## config.mk

```make
export PLATFORM = sky130hd
export DESIGN_NAME = nes_glue_top
export DESIGN_NICKNAME = d
export VERILOG_FILES = /design/src/mem_bridge_pkg.sv /design/src/nes_input_pkg.sv /design/src/nes_glue_top.sv /design/src/reset_sequencer.sv /design/src/joypad_shifter.sv /design/src/autofire_timer.sv /design/src/rv_bridge_fsm.sv
export SDC_FILE = /design/constraint.sdc
export NUM_CORES = 1
export LEC_CHECK = 0
export BUFFER_PORTS_ARGS = -buffer_cell sky130_fd_sc_hd__clkbuf_2
export CORE_MARGIN = 4
export CORE_UTILIZATION = 34
export DETAILED_ROUTE_END_ITERATION = 10
export HOLD_SLACK_MARGIN = 0.1
export PLACE_DENSITY = 0.75
export SLEW_MARGIN = 20
export SYNTH_ARGS = -nofsm -noshare
export SYNTH_HDL_FRONTEND = slang
export SYNTH_SLANG_ARGS = --single-unit
```

## constraint.sdc

```tcl
create_clock -name clk -period 1.9 [get_ports clk]
set_clock_uncertainty 0.1 [all_clocks]
set_input_delay 0.19 -clock clk [delete_from_list [all_inputs] [get_ports clk]]
set_output_delay 0.19 -clock clk [all_outputs]
set_load 0.1 [all_outputs]
```

## src/mem_bridge_pkg.sv

```systemverilog
////////////////////
// soft-core bus and 16-bit memory port types
// bridge state encoding
////////////////////

package mem_bridge_pkg;

    ////////////////////
    // widths
    ////////////////////

    localparam int RV_ADDR_W = 23;             // soft-core byte address
    localparam int RV_DATA_W = 32;
    localparam int RV_STRB_W = RV_DATA_W / 8;  // one strobe per byte
    localparam int MEM_WORD_W = 16;
    localparam int MEM_ADDR_W = 20;            // word address incl. word select

    ////////////////////
    // bus payloads
    ////////////////////

    // soft-core access, held stable until ready
    // wstrb of zero means a read
    typedef struct packed {
        logic [RV_ADDR_W-1:0] addr;
        logic [RV_DATA_W-1:0] wdata;
        logic [RV_STRB_W-1:0] wstrb;
    } rv_req_t;

    // one word access on the memory port
    typedef struct packed {
        logic [MEM_ADDR_W-1:0] addr;
        logic [MEM_WORD_W-1:0] din;
        logic [1:0]            ds;    // byte selects, bit 1 is the high byte
        logic                  we;
    } mem_cmd_t;

    ////////////////////
    // bridge FSM
    ////////////////////

    typedef enum logic [2:0] {
        IDLE_REQ0,    // wait for a request, issue first word
        WAIT0_REQ1,   // first word in flight
        DATA0,        // read: hold lower word, issue upper word
        WAIT1,        // upper word in flight
        DATA1         // read: upper word on the port
    } bridge_state_e;

endpackage

```

## src/nes_input_pkg.sv

```systemverilog
////////////////////
// button layout for the board pads
// NES joypad byte, autofire and reset-combo constants
////////////////////

package nes_input_pkg;

    ////////////////////
    // button layouts
    ////////////////////

    // decoded board buttons, SNES layout, top bit first
    // lower eight are the NES buttons
    typedef struct packed {
        logic r;
        logic l;
        logic x;      // turbo B source
        logic a;      // turbo A source
        logic rt;
        logic lt;
        logic dn;
        logic up;
        logic start;
        logic select;
        logic y;      // NES B position
        logic b;      // NES A position
    } snes_buttons_t;

    // serial joypad length
    localparam int JOY_BITS = 8;

    // byte as the console shifts it, bit 0 goes out first
    typedef logic [JOY_BITS-1:0] nes_pad_t;

    ////////////////////
    // timing constants
    ////////////////////

    // turbo half-period in clocks
    localparam int AUTOFIRE_HALF = 8;
    localparam int AF_CNT_W = (AUTOFIRE_HALF > 1) ? $clog2(AUTOFIRE_HALF) : 1;

    // Select+Up must be held this long before the core is reset
    localparam int COMBO_HOLD = 16;
    localparam int COMBO_CNT_W = $clog2(COMBO_HOLD + 1);   // counter saturates at COMBO_HOLD

endpackage
```

## src/nes_glue_top.sv

```systemverilog
////////////////////
// NES glue top level
// memory bridge, autofire, joypads, console reset
////////////////////

module nes_glue_top
    import nes_input_pkg::*;
    import mem_bridge_pkg::*;
(
    input  logic                  clk,
    input  logic                  sys_resetn,

    // soft-core bus
    input  logic                  i_rv_valid,
    input  rv_req_t               i_rv_req,
    output logic                  o_rv_ready,
    output logic [RV_DATA_W-1:0]  o_rv_rdata,

    // 16-bit memory port
    input  logic                  i_mem_ack,
    input  logic [MEM_WORD_W-1:0] i_mem_dout,
    output logic                  o_mem_req,
    output mem_cmd_t              o_mem_cmd,

    // joypads
    input  snes_buttons_t         i_joy1_btns,
    input  snes_buttons_t         i_joy2_btns,
    input  logic                  i_joypad_strobe,
    input  logic [1:0]            i_joypad_clock,
    output logic [1:0]            o_joypad_data,

    // console control
    input  logic                  i_loading,
    output logic                  o_nes_reset,
    output logic                  o_clkref
);

    logic turbo_a1, turbo_b1;
    logic turbo_a2, turbo_b2;

    rv_bridge_fsm u_bridge (
        .clk        (clk),
        .sys_resetn (sys_resetn),
        .i_rv_valid (i_rv_valid),
        .i_rv_req   (i_rv_req),
        .i_mem_ack  (i_mem_ack),
        .i_mem_dout (i_mem_dout),
        .o_rv_ready (o_rv_ready),
        .o_rv_rdata (o_rv_rdata),
        .o_mem_req  (o_mem_req),
        .o_mem_cmd  (o_mem_cmd)
    );

    ////////////////////
    // autofire, A from SNES A and B from SNES X
    ////////////////////

    autofire_timer u_af_a1 (.clk(clk), .sys_resetn(sys_resetn), .i_btn(i_joy1_btns.a),
                            .o_turbo(turbo_a1));
    autofire_timer u_af_b1 (.clk(clk), .sys_resetn(sys_resetn), .i_btn(i_joy1_btns.x),
                            .o_turbo(turbo_b1));
    autofire_timer u_af_a2 (.clk(clk), .sys_resetn(sys_resetn), .i_btn(i_joy2_btns.a),
                            .o_turbo(turbo_a2));
    autofire_timer u_af_b2 (.clk(clk), .sys_resetn(sys_resetn), .i_btn(i_joy2_btns.x),
                            .o_turbo(turbo_b2));

    joypad_shifter u_pad1 (
        .clk         (clk),
        .sys_resetn  (sys_resetn),
        .i_btns      (i_joy1_btns),
        .i_turbo_a   (turbo_a1),
        .i_turbo_b   (turbo_b1),
        .i_strobe    (i_joypad_strobe),
        .i_pad_clock (i_joypad_clock[0]),
        .o_data      (o_joypad_data[0])
    );

    joypad_shifter u_pad2 (
        .clk         (clk),
        .sys_resetn  (sys_resetn),
        .i_btns      (i_joy2_btns),
        .i_turbo_a   (turbo_a2),
        .i_turbo_b   (turbo_b2),
        .i_strobe    (i_joypad_strobe),
        .i_pad_clock (i_joypad_clock[1]),
        .o_data      (o_joypad_data[1])
    );

    // reset combo watches port 1 only
    reset_sequencer u_reset (
        .clk         (clk),
        .sys_resetn  (sys_resetn),
        .i_loading   (i_loading),
        .i_btns      (i_joy1_btns),
        .o_nes_reset (o_nes_reset),
        .o_clkref    (o_clkref)
    );

endmodule

```

## src/reset_sequencer.sv

```systemverilog
////////////////////
// console core reset and memory phase reference
////////////////////

module reset_sequencer
    import nes_input_pkg::*;
(
    input  logic          clk,
    input  logic          sys_resetn,
    input  logic          i_loading,
    input  snes_buttons_t i_btns,
    output logic          o_nes_reset,
    output logic          o_clkref
);

    logic                   loading_q;
    logic [COMBO_CNT_W-1:0] combo_cnt;
    logic                   nes_reset;
    logic                   clkref;

    logic loading_rise;
    logic loading_fall;
    logic combo_held;
    logic combo_done;

    assign loading_rise = i_loading & ~loading_q;
    assign loading_fall = ~i_loading & loading_q;
    assign combo_held = i_btns.select & i_btns.up;
    assign combo_done = (combo_cnt == COMBO_CNT_W'(COMBO_HOLD));

    // consecutive Select+Up cycles
    always_ff @(posedge clk) begin
        if (!sys_resetn) begin
            combo_cnt <= '0;
        end else if (!combo_held) begin
            combo_cnt <= '0;
        end else if (!combo_done) begin
            combo_cnt <= combo_cnt + 1'b1;
        end
    end

    always_ff @(posedge clk) begin
        if (!sys_resetn) begin
            loading_q <= 1'b0;
            nes_reset <= 1'b1;   // core held until a ROM is loaded
            clkref <= 1'b0;
        end else begin
            loading_q <= i_loading;
            clkref <= ~clkref;
            if (loading_fall) begin
                nes_reset <= 1'b0;
                clkref <= 1'b1;      // realign phase to the released core
            end else if (loading_rise || combo_done) begin
                nes_reset <= 1'b1;
            end
        end
    end

    assign o_nes_reset = nes_reset;
    assign o_clkref = clkref;

endmodule

```

## src/joypad_shifter.sv

```systemverilog
////////////////////
// NES joypad serializer for one port
// latch on strobe, shift on falling pad clock
////////////////////

module joypad_shifter
    import nes_input_pkg::*;
(
    input  logic          clk,
    input  logic          sys_resetn,
    input  snes_buttons_t i_btns,
    input  logic          i_turbo_a,
    input  logic          i_turbo_b,
    input  logic          i_strobe,
    input  logic          i_pad_clock,
    output logic          o_data
);

    nes_pad_t pad_bits;
    nes_pad_t load_bits;
    logic     pad_clock_q;
    logic     clock_fall;

    // NES order: right left down up start select B A
    assign load_bits = {
        i_btns.rt,
        i_btns.lt,
        i_btns.dn,
        i_btns.up,
        i_btns.start,
        i_btns.select,
        i_btns.y | i_turbo_b,
        i_btns.b | i_turbo_a
    };

    assign clock_fall = pad_clock_q & ~i_pad_clock;

    always_ff @(posedge clk) begin
        if (!sys_resetn) begin
            pad_bits <= '1;
            pad_clock_q <= 1'b0;
        end else begin
            pad_clock_q <= i_pad_clock;
            if (i_strobe) begin
                pad_bits <= load_bits;    // reload every cycle while high
            end else if (clock_fall) begin
                pad_bits <= {1'b1, pad_bits[JOY_BITS-1:1]};   // empty slots read as 1
            end
        end
    end

    assign o_data = pad_bits[0];

endmodule

```

## src/autofire_timer.sv

```systemverilog
////////////////////
// turbo level generator for one button
////////////////////

module autofire_timer
    import nes_input_pkg::*;
(
    input  logic clk,
    input  logic sys_resetn,
    input  logic i_btn,
    output logic o_turbo
);

    logic [AF_CNT_W-1:0] cnt;
    logic                level;   // starts high so the first press fires at once

    always_ff @(posedge clk) begin
        if (!sys_resetn) begin
            cnt <= '0;
            level <= 1'b1;
        end else if (!i_btn) begin
            cnt <= '0;            // released, restart the pattern
            level <= 1'b1;
        end else if (cnt == AF_CNT_W'(AUTOFIRE_HALF - 1)) begin
            cnt <= '0;
            level <= ~level;      // end of a half-period
        end else begin
            cnt <= cnt + 1'b1;
        end
    end

    assign o_turbo = i_btn & level;

endmodule

```

## src/rv_bridge_fsm.sv

```systemverilog
////////////////////
// 32-bit soft-core bus to 16-bit toggle memory port
// splits each access into one or two word accesses
////////////////////

module rv_bridge_fsm
    import mem_bridge_pkg::*;
(
    input  logic                  clk,
    input  logic                  sys_resetn,
    input  logic                  i_rv_valid,
    input  rv_req_t               i_rv_req,
    input  logic                  i_mem_ack,
    input  logic [MEM_WORD_W-1:0] i_mem_dout,
    output logic                  o_rv_ready,
    output logic [RV_DATA_W-1:0]  o_rv_rdata,
    output logic                  o_mem_req,
    output mem_cmd_t              o_mem_cmd
);

    bridge_state_e state, state_nxt;

    logic                  valid_q;
    logic                  pending;     // valid rise seen while busy
    logic                  mem_req;
    logic                  rv_ready;
    logic                  word_sel, word_nxt;
    logic [1:0]            ds, ds_nxt;
    logic [MEM_WORD_W-1:0] rd_lo;

    logic valid_rise;
    logic is_write;
    logic acked;
    logic toggle;
    logic ready_nxt;
    logic take_req;
    logic lo_capture;
    logic lo_strb_zero;
    logic hi_strb_zero;

    assign valid_rise = i_rv_valid & ~valid_q;
    assign is_write = |i_rv_req.wstrb;
    assign acked = (i_mem_ack == mem_req);   // memory caught up with our toggle
    assign lo_strb_zero = (i_rv_req.wstrb[1:0] == 2'b00);
    assign hi_strb_zero = (i_rv_req.wstrb[3:2] == 2'b00);

    ////////////////////
    // next state
    ////////////////////

    always_comb begin
        state_nxt = state;
        word_nxt = word_sel;
        ds_nxt = ds;
        toggle = 1'b0;
        ready_nxt = 1'b0;
        take_req = 1'b0;
        lo_capture = 1'b0;

        case (state)
            IDLE_REQ0: begin
                if (valid_rise || pending) begin
                    take_req = 1'b1;
                    toggle = 1'b1;
                    if (is_write && lo_strb_zero) begin
                        // upper half only, skip the lower word
                        word_nxt = 1'b1;
                        ds_nxt = i_rv_req.wstrb[3:2];
                        state_nxt = WAIT1;
                    end else begin
                        word_nxt = 1'b0;
                        ds_nxt = is_write ? i_rv_req.wstrb[1:0] : 2'b11;
                        state_nxt = WAIT0_REQ1;
                    end
                end
            end

            WAIT0_REQ1: begin
                if (acked) begin
                    if (!is_write) begin
                        state_nxt = DATA0;
                    end else if (hi_strb_zero) begin
                        ready_nxt = 1'b1;       // lower half only, done
                        state_nxt = IDLE_REQ0;
                    end else begin
                        toggle = 1'b1;
                        word_nxt = 1'b1;
                        ds_nxt = i_rv_req.wstrb[3:2];
                        state_nxt = WAIT1;
                    end
                end
            end

            DATA0: begin
                // lower word still on the port, grab it before asking for the upper
                lo_capture = 1'b1;
                toggle = 1'b1;
                word_nxt = 1'b1;
                ds_nxt = 2'b11;
                state_nxt = WAIT1;
            end

            WAIT1: begin
                if (acked) begin
                    if (is_write) begin
                        ready_nxt = 1'b1;
                        state_nxt = IDLE_REQ0;
                    end else begin
                        state_nxt = DATA1;
                    end
                end
            end

            DATA1: begin
                ready_nxt = 1'b1;
                state_nxt = IDLE_REQ0;
            end

            default: state_nxt = IDLE_REQ0;
        endcase
    end

    ////////////////////
    // registers
    ////////////////////

    always_ff @(posedge clk) begin
        if (!sys_resetn) begin
            state <= IDLE_REQ0;
            valid_q <= 1'b0;
            pending <= 1'b0;
            mem_req <= 1'b0;
            rv_ready <= 1'b0;
        end else begin
            state <= state_nxt;
            valid_q <= i_rv_valid;
            pending <= take_req ? 1'b0 : (pending | valid_rise);
            mem_req <= mem_req ^ toggle;
            rv_ready <= ready_nxt;
        end
    end

    // command fields and read data
    always_ff @(posedge clk) begin
        word_sel <= word_nxt;
        ds <= ds_nxt;
        if (lo_capture) begin
            rd_lo <= i_mem_dout;
        end
    end

    assign o_mem_req = mem_req;
    assign o_rv_ready = rv_ready;
    assign o_rv_rdata = {i_mem_dout, rd_lo};   // upper word above lower

    assign o_mem_cmd.addr = {i_rv_req.addr[MEM_ADDR_W:2], word_sel};
    assign o_mem_cmd.din = word_sel ? i_rv_req.wdata[RV_DATA_W-1:MEM_WORD_W]
                                    : i_rv_req.wdata[MEM_WORD_W-1:0];
    assign o_mem_cmd.ds = ds;
    assign o_mem_cmd.we = is_write;

endmodule

```

==> flow_summary_export.csv, run 1 <==
group,metric,value,unit
status,status,"completed",
logic_synthesis,yosysSeqAreaShare,48.3,%
power,p_leak,2.08,nW
setup_path,r2r-start,"u_bridge.o_mem_req",
floorplanning,start_util,34.9,%
route,ant_nets,0,
setup_path,path_cells,"xor2_2 -> or4b_4 -> or4b_1 -> nand4_1",
route,wl,8560,um
logic_synthesis,ys.flop_type,"dfxtp_1",
sta,setup_ws,0.0879,ns
global_route,grt_pass1_vias,2731,
setup_path,start_kind,"register",
sta,final-setup-viol-count,0,
floorplanning,pin_count,184,
place,gp_congestion,0.867,
global_route,track_usage,15.3,%
setup_path,r2r_cells,4,
setup_path,crit_type,"register to register",
global_route,antenna_found_initial,0,
sta,max_freq,552,MHz
finish,layout-drive-gt1-share,43.5,%
route,post-route-drc-count,0,
power,power.total,5.05,mW
hold_path,hp-class,"input pin to register",
clock_tree,clock_latency,0.34,ns
finish,area_growth,46.0,%
place,dp_hpwl,6440,um
hold_path,hold_start,"sys_resetn",
floorplanning,coreArea,0.00920,mm^2
sta,rsz0062_at_grt,"false",
finish,antenna_cells,0,
setup_path,crit_required,2.07,ns
logic_synthesis,async_reset_ff_share,0,%
logic_synthesis,synth.most_common_cell,"dfxtp_1",
logic_synthesis,yosysWarnings,0,
hold_path,holdPathStages,3,
place,placed_cell_area,0.00403,mm^2
setup_path,end_kind,"register",
clock_tree,cts_max_level,3,
route,dr.pass1.iters,4,
sta,report.final.slew_viol_count,0,
route,via_per_inst,4.68,
logic_synthesis,syn_area,0.00321,mm^2
logic_synthesis,synth.avg_cell_area,10.6,um^2
logic_synthesis,yosysTopAreaCellShare,30.6,%
floorplanning,dieHeight,105,um
logic_synthesis,syn-instance-count,304,
finish,final_nets,565,
clock_tree,cts_buffers,9,
floorplanning,placementRows,35,
logic_synthesis,yosysTopAreaCell,"dfxtp_1",
finish,instances_no_fill,564,
floorplanning,die_x,105,um
route,wl_per_cell,15.2,um
sta,tightestPinTransition,0.560,ns
sta,hold_violations,0,
global_route,grt_pass1_wl,13300,um
sta,timing.setup.tns,0,ns
clock_tree,clockBufferDepth,2,
sta,period_share,95.4,%
clock_tree,path_clk_slew,0.08,ns
setup_path,r2r_end,"u_bridge.o_mem_req",
hold_path,holdPathEnd,"u_bridge.pending",
route,dr_total_vias,2641,
setup_path,crit_path_max_incr_delay,0.51,ns
finish,seqCellArea,0.00156,mm^2
logic_synthesis,ys_top_cells_by_count,"49 x dfxtp_1, 39 x buf_4, 30 x mux2_2",
logic_synthesis,synth_edf_count,19,
logic_synthesis,yosys_register_bits,68,
logic_synthesis,synth_nets,421,
route,drtIter0Drc,95,
logic_synthesis,synth.area.top_cells,"dfxtp_1 31%, edfxtp_1 18%, mux2_2 11%, buf_4 9.1%, ha_1 3.9%",
floorplanning,die_area,0.0111,mm^2
sta,finalCriticalPeriod,1.81,ns
clock_tree,cts_tree,"built",
place,io_buffers,137,
logic_synthesis,yosysUniqueCellTypes,35,
power,vdd_drop_max,0.434,mV
finish,num-fill-cells,794,
sta,relSlewSlack,62.8,%
setup_path,r2r_slack,0.09,ns
setup_path,cp-startpoint,"u_bridge.o_mem_req",
global_route,grt.overflow.total,0,
clock_tree,ctsRootBufferMaster,"clkbuf_8",
setup_path,crit_fanout,6,
place,place_ws,0.104,ns
clock_tree,post_cts_buffers,0,
clock_tree,cts.sinks,68,
global_route,grt_max_degree,30,
finish,multi_input_area,0.00131,mm^2
place,dp.cells,508,
setup_path,slowest_stage,"or4b_4",
power,pwr_density_cell,1080,mW/mm^2
job,maxCapViolations,0,
finish,final_area,0.00469,mm^2
setup_path,arrival,1.98,ns
[final cells by class]
type / count / share of cell area (%)
multi-input cells: 181 / 28.0
clock inverters: 4 / 1.65
flip-flops and latches: 68 / 33.2
repair buffers: 185 / 30.2
inverters: 3 / 0.240
well taps: 111 / 2.96
clock buffers: 12 / 3.79
[critical path, delay by kind of cell, from the launching register on]
kind | cells | cell delay (ns)
XOR/XNOR | 1 | 0.16
flip-flops | 1 | 0.37
AND/OR/NAND/NOR | 3 | 1.12
[how the worst max path moves through the flow]
stage / end / slack (ns) / cells past startpoint
after floorplan: u_bridge.o_mem_req / -0.03 / 4
after global placement: u_bridge.o_mem_req / 0.12 / 4
after detailed placement: u_bridge.o_mem_req / 0.10 / 4
after CTS: o_mem_cmd[3] / 0.08 / 3
after global routing: u_bridge.ds[0] / 0.005 / 6
final: u_bridge.o_mem_req / 0.09 / 4
[stage by stage]
step	hold slack, ns	util, %
after CTS	0.100	51.0
after detailed placement	0.281	43.9
after floorplan	0.162	-
final	0.118	51.0
after global routing	0.137	51.0
after global placement	0.276	43.9
[power by group]
| group | switching (mW) | internal (mW) | total [mW] |
|---|---|---|---|
| Sequential | 0.0549 | 1.60 | 1.66 |
| Combinational | 1.31 | 0.612 | 1.93 |
| Clock | 0.567 | 0.904 | 1.47 |
| Total | 1.94 | 3.12 | 5.05 |
[layer usage]
metal	part of all wire (%)	track usage [%]
met5	0	0
met4	3.1	7.50
met3	7.5	5.19
met2	51	28.0
met1	38	15.5
[logic make-up (layout without fill, tap and decap cells)]
group | Yosys count | in the layout | synth area share [%]
and+or+nand+nor | 94 | 94 | 15.1
DFF | 68 | 68 | 48.3
buffers and inverters | 55 | 204 | 11.0
muxes | 41 | 41 | 14.0
AOI/OAI and AO/OA | 27 | 27 | 5.26
adders and majority gates | 10 | 10 | 3.90
xor gates and xnor gates | 9 | 9 | 2.46
[sequential cells by signal, indices dropped and copies added (netlist names), 2 cells and up]
signal	count
u_bridge.rd_lo	16
u_pad1.pad_bits	8
u_pad2.pad_bits	8
u_reset.combo_cnt	5
u_af_a1.cnt	3
u_af_a2.cnt	3
u_af_b1.cnt	3
u_af_b2.cnt	3
u_bridge.state	3
u_bridge.ds	2
[repair_timing]
action | CTS | global route
endpoints found under the hold margin | 48 | 0
gates resized for setup | 0 | 0
hold buffers | 40 | 0
[cell usage in the layout (no fill, tap or decap), types with 6 or more instances in the layout]
| master | Yosys | routed |
|---|---|---|
| buf_12 | 0 | 18 |
| mux2i_1 | 11 | 11 |
| a21oi_1 | 7 | 7 |
| edfxtp_1 | 19 | 19 |
| and2_1 | 12 | 12 |
| nor2b_1 | 9 | 9 |
| nor2_1 | 18 | 18 |
| mux2_2 | 30 | 30 |
| buf_4 | 39 | 7 |
| clkbuf_2 | 0 | 120 |
| o21ai_0 | 9 | 9 |
| nand2_1 | 25 | 25 |
| ha_1 | 10 | 10 |
| dlygate4sd3_1 | 0 | 40 |
| nor3_1 | 8 | 8 |
| clkbuf_8 | 0 | 9 |
| nand3_1 | 8 | 8 |
| dfxtp_1 | 49 | 48 |
| xnor2_1 | 6 | 6 |
Note: power is estimated with default switching activity, not from simulation.
==> inputs of run 2 (changes only) <==
--- a/config.mk
+++ b/config.mk
@@ -6,11 +6,13 @@
 export NUM_CORES = 1
 export LEC_CHECK = 0
 export BUFFER_PORTS_ARGS = -buffer_cell sky130_fd_sc_hd__clkbuf_2
+export CAP_MARGIN = 5
 export CORE_MARGIN = 4
-export CORE_UTILIZATION = 34
+export CORE_UTILIZATION = 40
 export DETAILED_ROUTE_END_ITERATION = 10
 export HOLD_SLACK_MARGIN = 0.1
-export PLACE_DENSITY = 0.75
+export PLACE_DENSITY = 0.85
+export RECOVER_POWER = 25
 export SLEW_MARGIN = 20
 export SYNTH_ARGS = -nofsm -noshare
 export SYNTH_HDL_FRONTEND = slang
==> flow_summary_export.csv, run 2 (same netlist as run 1, synthesis figures left out) <==
group,metric,value,unit
status,status,"completed",
route,wl_per_cell,16.2,um
place,io_buffers,137,
sta,report.final.slew_viol_count,0,
global_route,track_usage,19.0,%
finish,layout.cells.most_common_list,"105 x clkbuf_2, 48 x dfxtp_1, 41 x dlygate4sd3_1",
route,via_per_inst,4.90,
finish,reg.largest.list,"u_bridge.rd_lo (16), u_pad1.pad_bits (8), u_pad2.pad_bits (8)",
sta,rsz0062_at_grt,"false",
sta,relSlewSlack,62.3,%
route,drtIter0Drc,51,
clock_tree,cts_max_level,3,
floorplanning,die_area,0.00952,mm^2
finish,regMostFlops,"u_bridge.rd_lo",
sta,timing.setup.tns,0,ns
sta,max_freq,544,MHz
finish,antenna_cells,0,
clock_tree,cts_tree,"built",
floorplanning,pin_count,184,
sta,tightestPinTransition,0.567,ns
power,pwr_density_cell,1060,mW/mm^2
setup_path,crit_fanout,16,
clock_tree,cts.sinks,68,
hold_path,hp-class,"input pin to register",
floorplanning,start_util,41.3,%
clock_tree,cts_buffers,9,
floorplanning,coreArea,0.00777,mm^2
floorplanning,die_x,97.6,um
setup_path,crit_type,"register to output pin",
global_route,grt_pass1_wl,14500,um
sta,period_share,96.7,%
sta,finalCriticalPeriod,1.84,ns
route,dr_total_vias,2722,
route,post-route-drc-count,0,
place,gp_congestion,0.873,
power,power.total,4.90,mW
route,wl,8990,um
clock_tree,path_clk_slew,0.07,ns
setup_path,arrival,1.55,ns
global_route,grt.overflow.total,0,
setup_path,crit_required,1.61,ns
job,maxCapViolations,0,
place,dp_hpwl,6490,um
setup_path,end_kind,"output pin",
floorplanning,placementRows,32,
sta,hold_slack,0.151,ns
clock_tree,clockBufferDepth,2,
sta,hold_violations,0,
clock_tree,ctsRootBufferMaster,"clkbuf_8",
sta,final-setup-viol-count,0,
route,ant_nets,0,
power,p_leak,2.02,nW
global_route,grt_max_degree,27,
power,vdd_drop_max,0.418,mV
finish,largest_reg_flops,16,
finish,area_growth,44.6,%
floorplanning,dieHeight,97.6,um
finish,final_common_cell,"clkbuf_2",
route,dr.pass1.iters,4,
finish,layout-drive-gt1-share,39.9,%
clock_tree,clock_latency,0.33,ns
setup_path,start_kind,"register",
global_route,antenna_found_initial,0,
global_route,grt_pass1_vias,2943,
finish,final_nets,566,
[run 2: cell count changes in the layout (fill, tap and decap cells not counted), sizes merged]
cell | before | now
clkinv | 2 | 3
buf | 25 | 24
dlygate4sd3 | 40 | 41
[run 2: through the flow]
stage	setup WS [ns]	util (%)	instances	area, um^2
2_1_floorplan	-0.0259	-	304	3220
3_3_place_gp	0.122	51.9	499	4030
3_5_place_dp	0.0983	51.9	499	4030
4_1_cts	0.0331	60.0	556	4660
5_1_grt	0.00766	59.8	556	4640
6_report	0.0619	59.8	556	4640
[run 2: layout make-up]
class	instances	area, um^2
clock buffer	11	131
clock inverter	5	86.3
fill	640	3120
inverter	3	11.3
multi-input combinational	181	1320
sequential	68	1560
tap	102	128
timing repair buffer	186	1410
[run 2: metal layers]
metal	share of wire [%]	wire length (um)	track usage, %	up-vias
met3	7.4	665	6.60	21
li1	-	-	-	1298
met2	56	5060	38.1	131
met4	2.8	255	6.92	0
met1	33	3000	17.2	1272
met5	0	0	0	-
[run 2: critical path, stage by stage, from the launching register on]
cell,delay (ns)
edfxtp_1,0.45
buf_12,0.18
mux2_2,0.39
buf_12,0.18
[run 2: worst paths after layout]
check	startpoint	end	slack, ns	cells after the start
setup reg to reg	u_bridge.o_mem_req	u_bridge.o_mem_req	0.07	4
hold reg to reg	u_af_a2.cnt[0]	u_af_a2.cnt[0]	0.33	1
hold / removal	i_rv_req[2]	u_bridge.ds[0]	0.15	2
setup / recovery	u_bridge.word_sel	o_mem_cmd[18]	0.06	3
[run 2: timing repair]
action                                  4_1_cts  5_1_grt
hold endpoints to repair                     49        0
gates resized for setup                       0        1
endpoints found under the setup margin        0        3
buffers inserted                              0        0
hold buffers                                 41        0
[run 2: report_power, final]
| group | leakage (nW) | switching, mW | internal [mW] |
|---|---|---|---|
| Clock | 0.108 | 0.546 | 0.747 |
| Combinational | 1.34 | 1.33 | 0.622 |
| Sequential | 0.576 | 0.0621 | 1.60 |
| Total | 2.02 | 1.93 | 2.97 |
==> inputs of run 3 (changes only) <==
==> constraint.sdc (replaced) <==
create_clock -name clk -period 1.9 [get_ports clk]
set_clock_uncertainty 0.1 [all_clocks]
set_input_delay 0.19 -clock clk [delete_from_list [all_inputs] [get_ports clk]]
set_output_delay 0.19 -clock clk [all_outputs]
set_load 0.005 [all_outputs]
==> flow_summary_export.csv, run 3 (same netlist as run 1, synthesis figures left out) <==
group,metric,value,unit
status,status,"completed",
finish,reg.largest.list,"u_bridge.rd_lo (16), u_pad1.pad_bits (8), u_pad2.pad_bits (8)",
setup_path,end_kind,"register",
power,p_comb_share,20.8,%
route,wl_met1,2940,um
route,wl_per_cell,14.7,um
clock_tree,post_cts_buffers,0,
global_route,antenna_found_initial,0,
finish,antenna_cells,0,
clock_tree,cts_buffers,9,
sta,tightestPinTransition,0.571,ns
hold_path,holdPathEnd,"u_bridge.state[1]",
sta,finalCriticalPeriod,1.81,ns
route,dr_total_vias,2681,
finish,largest_reg_flops,16,
sta,hold_violations,0,
floorplanning,dieHeight,97.6,um
finish,regMostFlops,"u_bridge.rd_lo",
setup_path,r2r_end,"u_bridge.o_mem_req",
place,gp_congestion,0.882,
clock_tree,ctsRootBufferMaster,"clkbuf_8",
finish,layout.cells.most_common_list,"119 x clkbuf_2, 49 x dfxtp_1, 42 x dlygate4sd3_1",
place,io_buffers,137,
route,ant_nets,0,
sta,relSlewSlack,61.9,%
finish,instances_no_fill,558,
finish,layout-drive-gt1-share,39.5,%
power,pwr-share-clk,32.6,%
place,dp_hpwl,6260,um
setup_path,crit_type,"register to register",
sta,period_share,95.4,%
clock_tree,clock_latency,0.34,ns
route,post-route-drc-count,0,
global_route,track_usage,17.2,%
power,vdd_drop_max,0.467,mV
setup_path,crit_fanout,4,
clock_tree,cts_tree,"built",
floorplanning,start_util,41.3,%
floorplanning,die_area,0.00952,mm^2
route,wl,8200,um
clock_tree,cts_max_level,3,
global_route,grt_pass1_wl,13100,um
power,pwr_density_cell,808,mW/mm^2
power,p_leak,1.92,nW
hold_path,holdPathStages,3,
setup_path,crit_required,2.08,ns
route,wl_met3,660,um
sta,timing.setup.tns,0,ns
route,drtIter0Drc,44,
job,maxCapViolations,0,
sta,rsz0062_at_grt,"false",
floorplanning,placementRows,32,
floorplanning,die_x,97.6,um
finish,final_common_cell,"clkbuf_2",
floorplanning,coreArea,0.00777,mm^2
global_route,grt_max_degree,27,
global_route,grt_pass1_vias,2696,
clock_tree,clockBufferDepth,2,
route,via_per_inst,4.80,
power,swShare,26.2,%
hold_path,hp-class,"input pin to register",
finish,final_nets,568,
setup_path,start_kind,"register",
power,power.total,3.52,mW
floorplanning,pin_count,184,
clock_tree,path_clk_slew,0.07,ns
route,dr.pass1.iters,4,
power,p_int,2.60,mW
setup_path,r2r-start,"u_bridge.o_mem_req",
clock_tree,cts.sinks,68,
setup_path,r2r_cells,4,
sta,report.final.slew_viol_count,0,
global_route,grt.overflow.total,0,
hold_path,hold_start,"i_rv_req[2]",
finish,area_growth,35.6,%
sta,final-setup-viol-count,0,
setup_path,r2r_slack,0.09,ns
route,wl_met2,4360,um
sta,max_freq,552,MHz
setup_path,arrival,1.99,ns
power,switchingPower,0.920,mW
place,dp.cells,500,
route,highest_layer,"met4",
power,sequentialPowerShare,46.7,%
-- run 3: cell types whose count changed in the layout (fill, tap and decap cells not counted), sizes merged --
cell,change
clkinvlp,+1
bufinv,-1
clkbuf,+14
buf,-15
clkinv,+1
inv,+1
dlygate4sd3,+1
-- run 3: repair_timing --
action | in CTS | in global routing
hold buffers | 42 | 0
endpoints found under the hold margin | 50 | 0
resized for setup | 0 | 1
setup endpoints to repair | 0 | 3
-- run 3: through the flow --
step	cell area (um^2)	setup slack, ns	util [%]	hold WS [ns]
6_report	4350	0.0879	56.1	0.150
5_1_grt	4350	0.0106	56.1	0.153
4_1_cts	4370	0.0590	56.3	0.123
3_3_place_gp	3760	0.151	48.4	0.278
2_1_floorplan	3210	0.0185	-	0.162
3_5_place_dp	3760	0.0775	48.4	0.280
-- run 3: cell type report --
type,instances,area [um^2]
clock buffers,9,124
repair buffers,188,1160
multi-input cells,181,1310
well taps,102,128
inverters,3,11.3
clock inverters,7,66.3
fillers,689,3410
flip-flops and latches,68,1550
-- run 3: power by group through the flow --
stage | sequential (mW) | combinational (mW) | clock [mW]
3_3_place_gp | 1.67 | 0.644 | 0
6_report | 1.64 | 0.730 | 1.15
2_1_floorplan | 1.67 | 0.403 | 0
5_1_grt | 1.65 | 0.803 | 1.25
4_1_cts | 1.64 | 0.738 | 1.18
3_5_place_dp | 1.68 | 0.666 | 0
-- run 3: how the worst max path moves through the flow --
stage                       start                 end  slack (ns)
4_1_cts                i_rv_valid      u_bridge.ds[0]        0.06
3_5_place_dp   u_bridge.o_mem_req      u_bridge.ds[0]        0.08
3_3_place_gp   u_bridge.o_mem_req  u_bridge.o_mem_req        0.15
6_report       u_bridge.o_mem_req  u_bridge.o_mem_req        0.09
5_1_grt        u_bridge.o_mem_req  u_bridge.o_mem_req        0.01
2_1_floorplan   u_bridge.state[1]   u_bridge.rd_lo[0]        0.02
-- run 3: critical path: stages, from the launching register on --
cell and delay, ns:
dfxtp_1 0.32, xor2_1 0.19, or4b_4 0.53, or4b_1 0.51, nand4_1 0.10
-- run 3: per-layer routing --
| metal | track usage [%] | up-vias |
|---|---|---|
| met5 | 0 | - |
| met4 | 8.09 | 0 |
| met3 | 5.67 | 20 |
| met2 | 30.9 | 120 |
| met1 | 18.1 | 1233 |
| li1 | - | 1308 |
